==> config.mk <==
export PLATFORM = sky130hd
export DESIGN_NAME = div_unit
export DESIGN_NICKNAME = d
export VERILOG_FILES = /design/src/hdl/exec_pkg.sv /design/src/hdl/div_unit.sv
export VERILOG_INCLUDE_DIRS = /design/src /design/src/include
export SDC_FILE = /design/constraint.sdc
export NUM_CORES = 1
export LEC_CHECK = 0
export BUFFER_PORTS_ARGS = -buffer_cell sky130_fd_sc_hd__clkbuf_2
export CAP_MARGIN = 20
export CORE_MARGIN = 1.5
export CORE_UTILIZATION = 60
export DETAILED_ROUTE_END_ITERATION = 10
export PLACE_DENSITY_LB_ADDON = 0.3
export SYNTH_ARGS = -nofsm -noshare
export SYNTH_HDL_FRONTEND = slang
export SYNTH_SLANG_ARGS = --single-unit
==> constraint.sdc <==
create_clock -name clk_i -period 7.2 [get_ports clk_i]
set_input_delay 0.72 -clock clk_i [delete_from_list [all_inputs] [get_ports clk_i]]
set_output_delay 0.72 -clock clk_i [all_outputs]
set_load 0.02 [all_outputs]
==> src/include/exec_config.svh <==
`ifndef EXEC_CONFIG_SVH
`define EXEC_CONFIG_SVH

// datapath width
`define EXEC_XLEN 32

// multiplier pipeline depth, at least 2
`define EXEC_MUL_CYCLES 2

// shift-subtract steps of the divider
`define EXEC_DIV_CYCLES 32

`endif
==> src/hdl/exec_pkg.sv <==
`include "exec_config.svh"

package exec_pkg;

    typedef logic [`EXEC_XLEN-1:0]   word_t;
    typedef logic [2*`EXEC_XLEN-1:0] dword_t;  // hi in upper half
    typedef logic [4:0]              shamt_t;

    // decoded execute operation
    typedef enum logic [4:0] {
        OP_NOP,
        OP_ADD, OP_ADDU, OP_SUB, OP_SUBU,
        OP_AND, OP_OR, OP_XOR, OP_NOR,
        OP_SLT, OP_SLTU,
        OP_SLL, OP_SRL, OP_SRA,
        OP_MFHI, OP_MFLO, OP_MUL,
        OP_MULT, OP_MULTU, OP_DIV, OP_DIVU,
        OP_MADD, OP_MADDU, OP_MSUB, OP_MSUBU,
        OP_MTHI, OP_MTLO
    } exec_op_e;

    typedef enum logic [1:0] {
        DIV_IDLE,
        DIV_RUN,
        DIV_DONE
    } div_state_e;

endpackage

==> src/hdl/div_unit.sv <==
`timescale 1ns/1ps
`include "exec_config.svh"

module div_unit (
    input  logic             clk_i,
    input  logic             rst_n_i,
    input  logic             flush_i,
    input  logic             start_i,
    input  logic             signed_i,
    input  exec_pkg::word_t  a_i,
    input  exec_pkg::word_t  b_i,
    output logic             ready_o,
    output exec_pkg::dword_t quotient_rem_o
);
    import exec_pkg::*;

    localparam int              Msb     = `EXEC_XLEN - 1;
    localparam int              CntW    = $clog2(`EXEC_DIV_CYCLES);
    localparam logic [CntW-1:0] LastCnt = CntW'(`EXEC_DIV_CYCLES - 1);

    div_state_e          state_q;
    logic [CntW-1:0]     cnt_q;
    word_t               quot_q;
    word_t               rem_q;
    word_t               dvs_q;
    logic                neg_quot_q;
    logic                neg_rem_q;
    logic [`EXEC_XLEN:0] partial;
    logic                fits;

    // shifted remainder picks up the next dividend bit
    assign partial = {rem_q, quot_q[Msb]};
    assign fits    = partial >= {1'b0, dvs_q};

    always_ff @(posedge clk_i or negedge rst_n_i) begin
        if (!rst_n_i) begin
            state_q <= DIV_IDLE;
            cnt_q   <= '0;
        end else begin
            case (state_q)
                DIV_IDLE: begin
                    cnt_q <= '0;
                    if (start_i && !flush_i) begin
                        state_q <= DIV_RUN;
                    end
                end
                DIV_RUN: begin
                    cnt_q <= cnt_q + 1'b1;
                    if (flush_i) begin
                        state_q <= DIV_IDLE;
                    end else if (cnt_q == LastCnt) begin
                        state_q <= DIV_DONE;
                    end
                end
                default: state_q <= DIV_IDLE;  // done lasts one cycle
            endcase
        end
    end

    always_ff @(posedge clk_i) begin
        if (state_q == DIV_IDLE) begin
            quot_q     <= (signed_i && a_i[Msb]) ? -a_i : a_i;
            dvs_q      <= (signed_i && b_i[Msb]) ? -b_i : b_i;
            rem_q      <= '0;
            neg_quot_q <= signed_i && (a_i[Msb] ^ b_i[Msb]);
            neg_rem_q  <= signed_i && a_i[Msb];   // remainder follows dividend
        end else if (state_q == DIV_RUN) begin
            quot_q <= {quot_q[Msb-1:0], fits};
            rem_q  <= fits ? (partial[Msb:0] - dvs_q) : partial[Msb:0];
        end
    end

    assign ready_o             = (state_q == DIV_DONE);
    assign quotient_rem_o[Msb:0] = neg_quot_q ? -quot_q : quot_q;
    assign quotient_rem_o[2*`EXEC_XLEN-1:`EXEC_XLEN] = neg_rem_q ? -rem_q : rem_q;

    no_flush_start_in_done_a: assert property (
        @(posedge clk_i) disable iff (!rst_n_i)
        (state_q == DIV_DONE) |-> !(start_i && flush_i)
    ) else $error("divider start with flush while done");

endmodule

==> results.md, run 1 <==
- Clock skew on the completed layout was measured at between 0.01 and 0.015 ns.
- The path type of the worst setup path is reg -> out.
- The wire length of the first global-routing pass is ~33,000 um.
- In this run the power density over the cells is 177.5 nW/um^2.
- For this run, design rule violations remaining after detail routing come to 0.
- The finished cells cover ~9500 sq um.
- For the worst setup path, the data arrival time is ~3.4 ns.
- The longest clock path from root to sink contains 2 buffers.
- STA classifies the critical path endpoint as an output pin.
- Buffers added to address setup during post-CTS repair amount to 0.
- The most common cell after layout, fill and taps aside is clkbuf_2.
- The share of final-layout standard cells stronger than drive strength 1 is between 10% and 20%.
- After floorplanning, the core was sized to cover roughly 14,000 sq um.
- The per-cell via count in the routed design is between 5 and 6.
- The clock reaches the later pin of the worst-skew pair after roughly 0.35 ns.
- The die covers between 10,000 and 15,000 sq um.
- Hold timing on the final database bottoms out at a slack of just under 0.2 ns.
- The tightest slew margin relative to the limit is a little over a quarter.
- The number of antenna violations at the first check in global routing came to 0.
- The global route total overflow is 0.
- The clock tree from TritonCTS is yes.
- The number of hold buffers added after CTS is 0.
- The number of diodes added for antenna fixing is 0.
- The largest net degree at the start of global routing is just over 60.
- The pre-CTS worst setup slack is ~3.4 ns.
- The number of DRC violations after detailed-routing iteration 0 is 470.
- The number of flops mapped to enable cells by yosys is 66.
- For this run, the slowest stage of the critical path takes about 0.57 ns.
- The flow ran to the end, and the final reports show no timing, DRC or antenna violations.
- During I/O placement, the number of pins put on the boundary was about 130.
- For this run, the detailed router's first-pass iteration total came to 8.
- Summing every instance area after synthesis gives approximately 8400 sq um.
- Row generation in the floorplan step produced 43 rows.
- The post-layout worst setup margin is between 3 and 4 ns.
- The number of filler instances in the final layout is about 1.1k.
- The placed instance area is 9171 sq um.
- The share of the clock period used by the worst path is 56.51%.
- Timing would allow up to roughly 250 MHz.
- The instance count of the mapped netlist is about 990.
- The count of buffers added on input and output ports is between 100 and 150.
- The routed wire length is 20,360 um.
- The distinct cell type count after synthesis is 74.
- The via count of the first global-routing pass came to 6,745.
- For this block, the via count after detailed routing is ~7.5k.
- The worst min-delay path category is in -> async.
- The placer congestion estimate is ~0.93.
- In this run the worst path has a maximum fanout of 6.
- The number of max-slew violations in the final report was 0.
- Dividing the detail-routed wire length by the instance count gives 15.99 um.
- Clock-pin slew was measured on the worst setup and hold paths at around 0.07 ns.
- The tool flagged a number of max-cap violations equal to 0.
- For this run, the leading register cell type out of synthesis is edfxtp_1.
- The post-detailed-placement half-perimeter wirelength is between 15,000 and 20,000 um.
- The actual transition at the worst max-transition pin is 1.088 ns.
- The vertical die dimension is 121.6 um.
- Walking the worst path, the cells encountered are inv_1 -> ha_1 -> nand3b_1 -> nand2b_1 -> inv_1 -> nand2_1 -> or4_1 -> or4_1 -> o21ai_0 -> xnor2_1 -> clkbuf_2.
- The cell type of the slowest stage on the worst timing path is or4_1.
- The maximum resistive drop on vdd is ~110 uV.
- Setup violations remaining at the end of the flow were counted as 0.
- Setup repair after global routing left no endpoint under its margin.
- The launching element type of the critical path is a flip-flop.
- The CTS buffer count is 9.
- The count of instances resized after the clock tree is built is 0.
- The H-tree depth is 3.
- The sum of negative setup slack is 0 ns.
- In the final design database the tool counted 1,196 nets.
- Once layout is complete, the utilization of the core stands at approximately two thirds.
- Leaving out fill and tap cells, the most frequent cells in the layout are clkbuf_2, nand2_1, xnor2_1.
- The global-route usage over all layers is roughly 28%.
- Once detail routing completed, the nets flagged for antenna violations numbered 0.
- Counting every sink on the clock net gives 105.
- Relative to the synthesized area, the layout overhead comes to 12.22%.
- After synthesis, the share of flip-flops with an asynchronous set or reset is under 10%.
- During synthesis, Yosys emitted a total of 0 warnings.
- Counting every net in the synthesized netlist gives roughly 1.1k.
- The final hold violation count is 0.
- The sequential share of the synthesized area is between 30% and 40%.
- The reported leakage power is a little over 4 nW.
- Synthesis inferred around 110 register bits.
- Subtracting the final worst setup slack from the clock period gives roughly 4 ns.
- The effective utilization at floorplan is 61.08%.
- The post-synthesis area per instance is between 8 and 9 sq um.
- The required time of the critical path is between 6 and 7 ns.
- The die is around 120 um wide.
- Clock tree synthesis selected as its root buffer the cell clkbuf_16.
==> worst paths after layout <==
path / start / to / slack (ns) / cells past startpoint
max: rem_q[0] / quotient_rem_o[60] / 3.13 / 11
max in group asynchronous: rst_n_i / cnt_q[0] / 6.85 / 1
max reg2reg: rem_q[2] / rem_q[0] / 3.37 / 11
min: rst_n_i / state_q[1] / 0.19 / 1
min in group clk_i: cnt_q[4] / cnt_q[4] / 0.52 / 1
min reg2reg: cnt_q[4] / cnt_q[4] / 0.52 / 1
==> kinds of logic (layout without fill, tap and decap cells) <==
| logic type | after synthesis | count (layout) | share of synthesized area (%) |
|---|---|---|---|
| and+or+nand+nor | 299 | 299 | 17.01 |
| AOI/OAI and AO/OA | 266 | 266 | 20.42 |
| xor gates and xnor gates | 147 | 147 | 15.24 |
| DFF | 105 | 105 | 33.13 |
| buffers and inverters | 99 | 207 | 4.755 |
| adders and majority gates | 39 | 39 | 5.867 |
| muxes | 30 | 30 | 3.585 |
==> synth_stat cells (3+ instances only) <==
| library cell | count | share of area [%] |
|---|---|---|
| o211ai_1 | 6 | 0.53 |
| clkbuf_1 | 38 | 1.7 |
| xor2_1 | 38 | 3.9 |
| a22o_1 | 5 | 0.52 |
| or3_1 | 4 | 0.30 |
| a31oi_1 | 7 | 0.52 |
| a211oi_1 | 3 | 0.27 |
| o21bai_1 | 3 | 0.27 |
| o31ai_1 | 23 | 2.0 |
| nor3_1 | 24 | 1.4 |
| o21ai_0 | 99 | 5.9 |
| nor2b_1 | 6 | 0.44 |
| buf_6 | 3 | 0.40 |
| or4_1 | 11 | 0.98 |
| nand3b_1 | 3 | 0.27 |
| and2_1 | 4 | 0.30 |
| a21o_1 | 21 | 1.9 |
| or2_2 | 4 | 0.30 |
| nand4_1 | 8 | 0.59 |
| nor2_1 | 54 | 2.4 |
| o41ai_1 | 12 | 1.2 |
| ha_1 | 38 | 5.6 |
| buf_1 | 3 | 0.13 |
| edfxtp_1 | 66 | 23 |
| o21ai_1 | 8 | 0.47 |
| mux2i_1 | 28 | 3.3 |
| nand3_1 | 16 | 0.95 |
| and3_1 | 6 | 0.44 |
| a21oi_1 | 45 | 2.7 |
| xnor2_1 | 109 | 11 |
| nand2b_1 | 10 | 0.74 |
| nor4_1 | 9 | 0.67 |
| dfxtp_1 | 32 | 7.6 |
| o21a_1 | 6 | 0.53 |
| dfrtp_1 | 7 | 2.1 |
| nand2_1 | 126 | 5.6 |
| inv_1 | 52 | 2.3 |
==> metrics by stage <==
stage          cells  total power [mW]
3_3_place_gp    1257             1.170
3_5_place_dp    1257             1.179
2_1_floorplan    985             1.039
5_1_grt         1273             1.751
4_1_cts         1273             1.679
6_report        1273             1.682
==> power by group <==
group / switching, mW / internal, mW / total, mW
sequential: 0.0493 / 0.698 / 0.747
clock: 0.224 / 0.287 / 0.512
combinational: 0.260 / 0.163 / 0.423
==> worst max-delay path, delay by kind of cell, from the launching register on <==
family	cells	cell delay (ns)
flip-flops	1	0.35
XOR/XNOR	1	0.15
AO/OA/AOI/OAI	1	0.22
AND/OR/NAND/NOR	5	1.55
buffers and inverters	3	0.49
adder cells (fa/ha/maj)	1	0.23
==> per-layer routing <==
metal | part of all wire (%) | vias to the layer above | GRT usage (%)
met5 | 0 | - | 0
met4 | 1.8 | 0 | 7.794
met1 | 46 | 3452 | 39.20
met2 | 45 | 257 | 43.82
li1 | - | 3726 | -
met3 | 7.4 | 35 | 5.758
==> registers in the layout (all words and copies together) (netlist names) <==
register    flops
dvs_q          32
quot_q         32
rem_q          32
cnt_q           5
state_q         2
neg_quot_q      1
neg_rem_q       1
==> area by class of cell <==
class,instances,area [sq um],share of cell area [%]
clock buffers,11,252.7,2.667
clock inverters,5,53.80,0.5677
inverters,53,198.9,2.099
multi-input cells,781,5246,55.35
flip-flops and latches,105,2798,29.52
well taps,180,225.2,2.376
repair buffers,138,703.2,7.419
No activity file was read; power rests on OpenSTA's default activity.
==> inputs of run 2 (changes only) <==
Settings changed: CORE_UTILIZATION 60 to 53.
Clock period 7.2 ns to 3.69 ns, I/O delays scaled along.
==> run 2 against run 1 <==
  * Sequential power grew 95%
  * Critical path depth shrank 2
  * Sequential share of layout area shrank 0.34 points
  * Combinational power increased by 96%
  * Final area increased by 1.2%
  * Clock power is 81% higher
  * Register-to-register slack lost 2.9 ns
  * Clock-buffer cell count is 1 higher
  * Hold slack improved by 0.0056 ns
  * Via count decreased by 0.68%
  * Global-route usage is 3.0 points lower
  * Core utilization is 6.2 points lower
  * Critical endpoint is now quotient_rem_o[29]
  * Largest power group unchanged
  * Highest routed layer unchanged
==> results.md, run 2 (synthesis results as in run 1) <==
- The run finished with clean final reports.
- The clock sink count is between 100 and 150.
- The row count is 45.
- Summed over all failing endpoints, the final setup total negative slack is 0 ns.
- The detail route stage leaves a number of antenna-violating nets equal to 0.
- The overall die width is between 100 and 150 um.
- No sink is reached through more buffers than the 2 on the longest clock path.
- The actual transition at the worst max-transition pin is about 1 ns.
- During placement, the flow inserted port buffers numbering about 130.
- The total via count after detailed routing is approximately 7.4k.
- The shortest period the worst path allows is 3.546 ns.
- The number of DRC violations after detailed-routing iteration 0 is 510.
- In this design, the largest share of critical-path delay is due to simple AND/OR/NAND/NOR gates.
- The maximum resistive drop on vdd is 241.5 uV.
- Setup repair after global routing left no endpoint under its margin.
- For this block, the routed nets add up to around 20,000 um of wire.
- The number of design rule violations left after detail routing is 0.
- The slowest stage of the critical path is the or4_4 cell.
- The tightest slew margin relative to the limit is around a third.
- The design draws roughly 3.2 mW.
- Along the worst hold path, the cell count comes to 2.
- The floorplan step defined a core boundary enclosing roughly 15,000 sq um.
- The largest net degree at the start of global routing is 60.
- The worst register-to-register path ends at rem_q[20].
- At the end of routability-driven placement, the weighted congestion stood at 0.9023.
- For this run, the slowest stage of the critical path takes ~0.57 ns.
- The global-route usage over all layers is between 20% and 30%.
- The per-cell via count in the routed design is about 5.7.
- The largest registers in the layout are dvs_q (32), quot_q (32), rem_q (32).
- The number of cell instances on the worst register-to-register path is 12.
- The post-route netlist has ~17% of its cells at a drive strength greater than 1.
- The number of buffers and inverters on the critical path is 2.
- The kind of end point of the critical path is an output pin.
- The number of diodes added for antenna fixing is 0.
- The total iterations of the first detailed-routing run is 5.
- Dividing the detail-routed wire length by the instance count gives 15.35 um.
- The share of the clock period used by the worst path is between 90% and 100%.
- The area of the die is about 17,000 sq um.
- Cells fill ~62% of the core in the end.
- The worst path arrival time is between 3 and 4 ns.
- The vertical die dimension is 129.2 um.
- The wire length of the first global-routing pass is 33,050 um.
- The layout net count is 1,205.
- The path type of the worst setup path is reg -> out.
- The internal reg-to-reg setup slack is between 0.5 and 0.6 ns.
- With fillers left out, the area of the finished cells amounts to between 9000 and 10,000 sq um.
- The clock slew at the register clock pins of the worst setup and hold paths is ~0.070 ns.
- In the layout the commonest cells are clkbuf_2, nand2_1, xnor2_1.
- In this run the most critical hold path is launched from flush_i.
- The hold slack is between 0.15 and 0.2 ns.
- Counting the buffers created by CTS gives 9.
- The reg-to-reg startpoint is quot_q[31].
- Static timing analysis puts the maximum clock frequency at about 280 MHz.
- The worst min-delay path category is in -> reg.
- The final hold violation count is 0.
- For this design the top-level I/O count stands at around 130.
- The global route total overflow is 0.
- The worst hold path terminates at state_q[1].
- The via count of the first global-routing pass is 6,696.
- The launch point of the critical path is quot_q[13].
- The worst setup path is launched from a flip-flop.
- The number of max-slew violations in the final report is 0.
- Detailed placement ended at an HPWL of 15,810 um.
- From synthesis to final layout, the design area changed by 13.53%.
- The required time of the critical path is approximately 3.3 ns.
- Summed over all cells, the static leakage comes to ~4 nW.
- The setup skew after layout is around 0.0093 ns.
- The number of antenna violations at the first check in global routing is 0.
- In this run the clock root is driven by a clkbuf_16.
- In this run the power density over the cells is ~340 nW/um^2.
- Setup violations remaining at the end of the flow were counted as 0.
- After filler insertion, the fill cell instance count of the layout stands at roughly 1.3k.
- The placed instance area is ~9300 sq um.
- For this configuration, the core starts out at a cell density of between 50% and 60%.
- The critical path goes through or4_4 -> or4_1 -> or2_1 -> or3_4 -> inv_2 -> nand2_4 -> o41ai_4 -> xnor2_1 -> clkbuf_2.
- The H-tree was split into 3 levels.
- The clock reaches the later pin of the worst-skew pair after 0.36 ns.
- Of all nets on the critical path, the largest fanout is 5.
- The clock tree from TritonCTS is yes.
- The count of maximum capacitance violations is 0.
- The most common cell after layout, fill and taps aside is clkbuf_2.
[run 2: through the flow]
step                setup slack, ns  instances
floorplan                    0.6989        985
global placement             0.5408       1293
detailed placement           0.4539       1293
CTS                         0.06538       1310
global route              0.0009175       1313
finish                       0.1442       1313
[run 2: layout make-up]
| class | instances | area (sq um) | share of cell area, % |
|---|---|---|---|
| Clock inverter | 4 | 26.28 | 0.2740 |
| Inverter | 53 | 198.9 | 2.075 |
| Clock buffer | 12 | 256.5 | 2.675 |
| Tap cell | 211 | 264.0 | 2.753 |
| Multi-Input combinational cell | 781 | 5259 | 54.85 |
| Timing Repair Buffer | 147 | 785.8 | 8.195 |
| Sequential cell | 105 | 2798 | 29.18 |
[run 2: repair_timing]
action,4_1_cts,5_1_grt
hold buffers,1,0
setup buffers,0,3
endpoints found under the hold margin,7,0
endpoints found under the setup margin,0,7
resized for setup,0,5
[run 2: worst max-delay path by stage]
stage / end / slack, ns / cells after the start
6_report: quotient_rem_o[29] / 0.14 / 9
5_1_grt: quotient_rem_o[29] / 0.0009 / 9
4_1_cts: quotient_rem_o[29] / 0.07 / 10
3_5_place_dp: quotient_rem_o[29] / 0.45 / 10
3_3_place_gp: quotient_rem_o[29] / 0.54 / 10
2_1_floorplan: quotient_rem_o[29] / 0.70 / 8
[run 2: metal layers]
| layer | GRT usage [%] | wire length, um | part of all wire, % | up-vias |
|---|---|---|---|---|
| li1 | - | - | - | 3766 |
| met1 | 34.48 | 9432 | 47 | 3417 |
| met2 | 39.42 | 9016 | 45 | 208 |
| met3 | 4.707 | 1328 | 6.6 | 28 |
| met4 | 8.063 | 375 | 1.9 | 0 |
| met5 | 0 | 0 | 0 | - |
[run 2: power by group]
| group | switching, mW | internal (mW) | total [mW] |
|---|---|---|---|
| Combinational | 0.500 | 0.328 | 0.827 |
| Clock | 0.433 | 0.495 | 0.928 |
| Sequential | 0.0983 | 1.36 | 1.46 |
==> inputs of run 3 (changes only) <==
Settings changed: RECOVER_POWER set to 100.
Clock period 3.69 ns to 3.1 ns, I/O delays scaled along.
==> run 3 against run 2 <==
  * The flow now finishes with violations (capacitance limit, slew limit, setup timing)
  * Power rose by 24%
  * Critical endpoint unchanged
  * Sequential share of layout area fell by 1.6 points
  * Routed wire length rose by 5.7%
  * Clock power rose by 26%
  * Register-to-register slack got worse by 0.33 ns
  * Core utilization rose by 3.9 points
  * First-iteration DRC count rose by 16%
  * Largest power group unchanged
  * Combinational power rose by 32%
==> results.md, run 3 (synthesis results as in run 1) <==
- Leaving out fill and tap cells, the most frequent cells in the layout are nand2_1, clkbuf_2, xnor2_1.
- For this run the aggregate overflow at the end of global routing stands at 0.
- The number of max-slew violations in the final report is 35.
- In this run the cell area measured after placement is about 9500 sq um.
- The clock sink count is roughly 110.
- Setup repair after global routing could not meet its margin everywhere.
- The final layout contains between 1k and 1.5k nets.
- The later pin in the worst-skew pair is clocked with a latency of 0.36 ns.
- For the finished layout, the period the worst path requires is around 3.4 ns.
- The first global-routing pass estimated approximately 34,000 um of wire.
- The actual transition at the worst max-transition pin is between 1.5 and 2 ns.
- Global routing used ~26% of the available tracks.
- 0 antenna diodes ended up in the layout.
- For this design the static power due to leakage is between 4 and 5 nW.
- The layout-stage area growth over the synthesis result is 20.61%.
- The maximum resistive drop on vdd is approximately 240 uV.
- The final critical path takes up 110.0% of the cycle.
- The number of DRC violations after detailed-routing iteration 0 is just under 600.
- The number of antenna violations at the first check in global routing is 0.
- The effective utilization at floorplan is between 50% and 60%.
- The die is 129.2 um wide.
- The clock root buffer is clkbuf_16.
- The path type of the worst setup path is reg -> out.
- The maximum number of buffers from clock root to sink is 2.
- The post-route cell area is a little over 10,000 sq um.
- TritonCTS built the clock tree.
- The areal power density over the cells is 391.1 nW/um^2.
- The post-detailed-placement half-perimeter wirelength is ~16,000 um.
- Input and output buffers added on the ports amount to 133.
- Entering global routing, the biggest net connects 48 pins.
- The pre-CTS worst setup slack is around 0.026 ns.
- The core utilization of the finished layout is 66.27%.
- The via count of the first global-routing pass is just over 7k.
- Clock skew on the completed layout was measured at between 0.01 and 0.015 ns.
- The floorplan step defined a die boundary enclosing ~17,000 sq um.
- The post-route antenna net violation count is 0.
- The launching element type of the critical path is a flip-flop.
- The routed length per placed instance is around 16 um.
- The CTS buffer count is 9.
- Routability-driven placement finished with a final weighted congestion of 0.9025.
- The largest registers in the layout are dvs_q (32), quot_q (32), rem_q (32).
- The maximum achievable frequency is between 200 and 300 MHz.
- Max-cap violations in this run came to 1.
- The number of design rule violations left after detail routing is 0.
- The final hold violation count came to 0.
- The H-tree depth is 3.
- The library cell used most frequently in the layout, excluding fill and tap cells, is nand2_1.
- The final reports fail on capacitance limit, slew limit, setup timing.
- Row generation in the floorplan step produced between 40 and 50 rows.
- After detailed routing, the total wire length is roughly 21,000 um.
- The per-cell via count in the routed design is ~5.7.
- The total via count after detailed routing is around 7.7k.
- In the final layout, the share of cells above drive strength 1 is ~22%.
- The total iterations of the first detailed-routing run is 5.
- After clock tree synthesis, the clock-pin slew on the worst setup and hold paths is about 0.080 ns.
- The worst min-delay path category is in -> reg.
- The detailed-routed wire length on met3 is roughly 1400 um.
- The core region is roughly 15,000 sq um.
- The routed length on met1 is between 9000 and 10,000 um.
- At the worst endpoint, the required time is 2.79 ns.
- The count of final setup violators is 13.
- The post-layout worst setup margin is -0.3085 ns.
- In this run the worst path has a maximum fanout of 3.
- The kind of end point of the critical path is an output pin.
- For the worst setup path, the data arrival time is just over 3 ns.
- The flow ran to the end, but the final reports show violations.
- In the detailed route, the total length drawn on met2 is 9707 um.
- The worst pin sits at a relative slew slack of -21.05%.
- The highest routing layer actually used is met4.
- Pin placement for this block handled about 130 I/O pins.
- The vertical die dimension is around 130 um.
## run 3: changes by cell type in the layout (fill, tap and decap cells not counted), sizes merged
cell,before,now
buf,13,70
bufinv,0,1
clkinv,2,4
clkbuf,145,134
clkinvlp,1,0
## run 3: timing repair
item	4_1_cts	5_1_grt
endpoints found under the setup margin	21	25
hold endpoints to repair	7	0
buffers inserted	9	6
pin swaps	13	9
resized for setup	44	43
hold buffers	1	0
## run 3: worst paths after layout
kind	from	to	slack, ns	cells after the start
min in group asynchronous	rst_n_i	state_q[1]	0.37	2
max in group asynchronous	rst_n_i	cnt_q[2]	2.45	2
worst min register to register	rem_q[9]	rem_q[9]	0.53	2
worst max register to register	dvs_q[3]	rem_q[4]	0.18	13
worst min-delay path	flush_i	state_q[0]	0.15	2
worst max-delay path	quot_q[13]	quotient_rem_o[29]	-0.31	9
## run 3: metrics by stage
step                      power, mW  hold slack [ns]  instances  TNS (ns)
after floorplan               2.414          0.01441        985         0
after global placement        2.751           0.1569       1329         0
after detailed placement      2.765           0.1574       1329         0
after CTS                     3.947           0.1372       1355    -2.587
after global routing          4.149           0.1519       1361    -4.307
final                         3.984           0.1539       1361    -2.744
## run 3: layout make-up
cell class                      instances  area (sq um)
Tap cell                              211         264.0
Timing Repair Buffer                  195          1187
Inverter                               53         198.9
Multi-Input combinational cell        781          5443
Clock inverter                          6         58.81
Clock buffer                           10         229.0
Sequential cell                       105          2805
Fill cell                            1298          5185
## run 3: metal layers
metal / global-route usage, % / vias up
met5: 0 / -
met4: 8.790 / 0
met3: 3.922 / 24
met2: 40.99 / 255
met1: 35.71 / 3601
li1: - / 3851
## run 3: critical path, stage by stage (launching register included)
cell and delay (ns):
edfxtp_1 0.41, or4_4 0.55, or4_4 0.43, or2_4 0.25
or3_4 0.37, inv_2 0.08, nand2_4 0.07, o41ai_4 0.23
xnor2_1 0.17, buf_4 0.17
## run 3: power breakdown
group | total (mW) | switching [mW] | internal (mW) | leakage, nW
clock | 1.17 | 0.542 | 0.625 | 0.146
sequential | 1.73 | 0.109 | 1.62 | 1.05
combinational | 1.09 | 0.638 | 0.449 | 3.17
total | 3.98 | 1.29 | 2.69 | 4.37
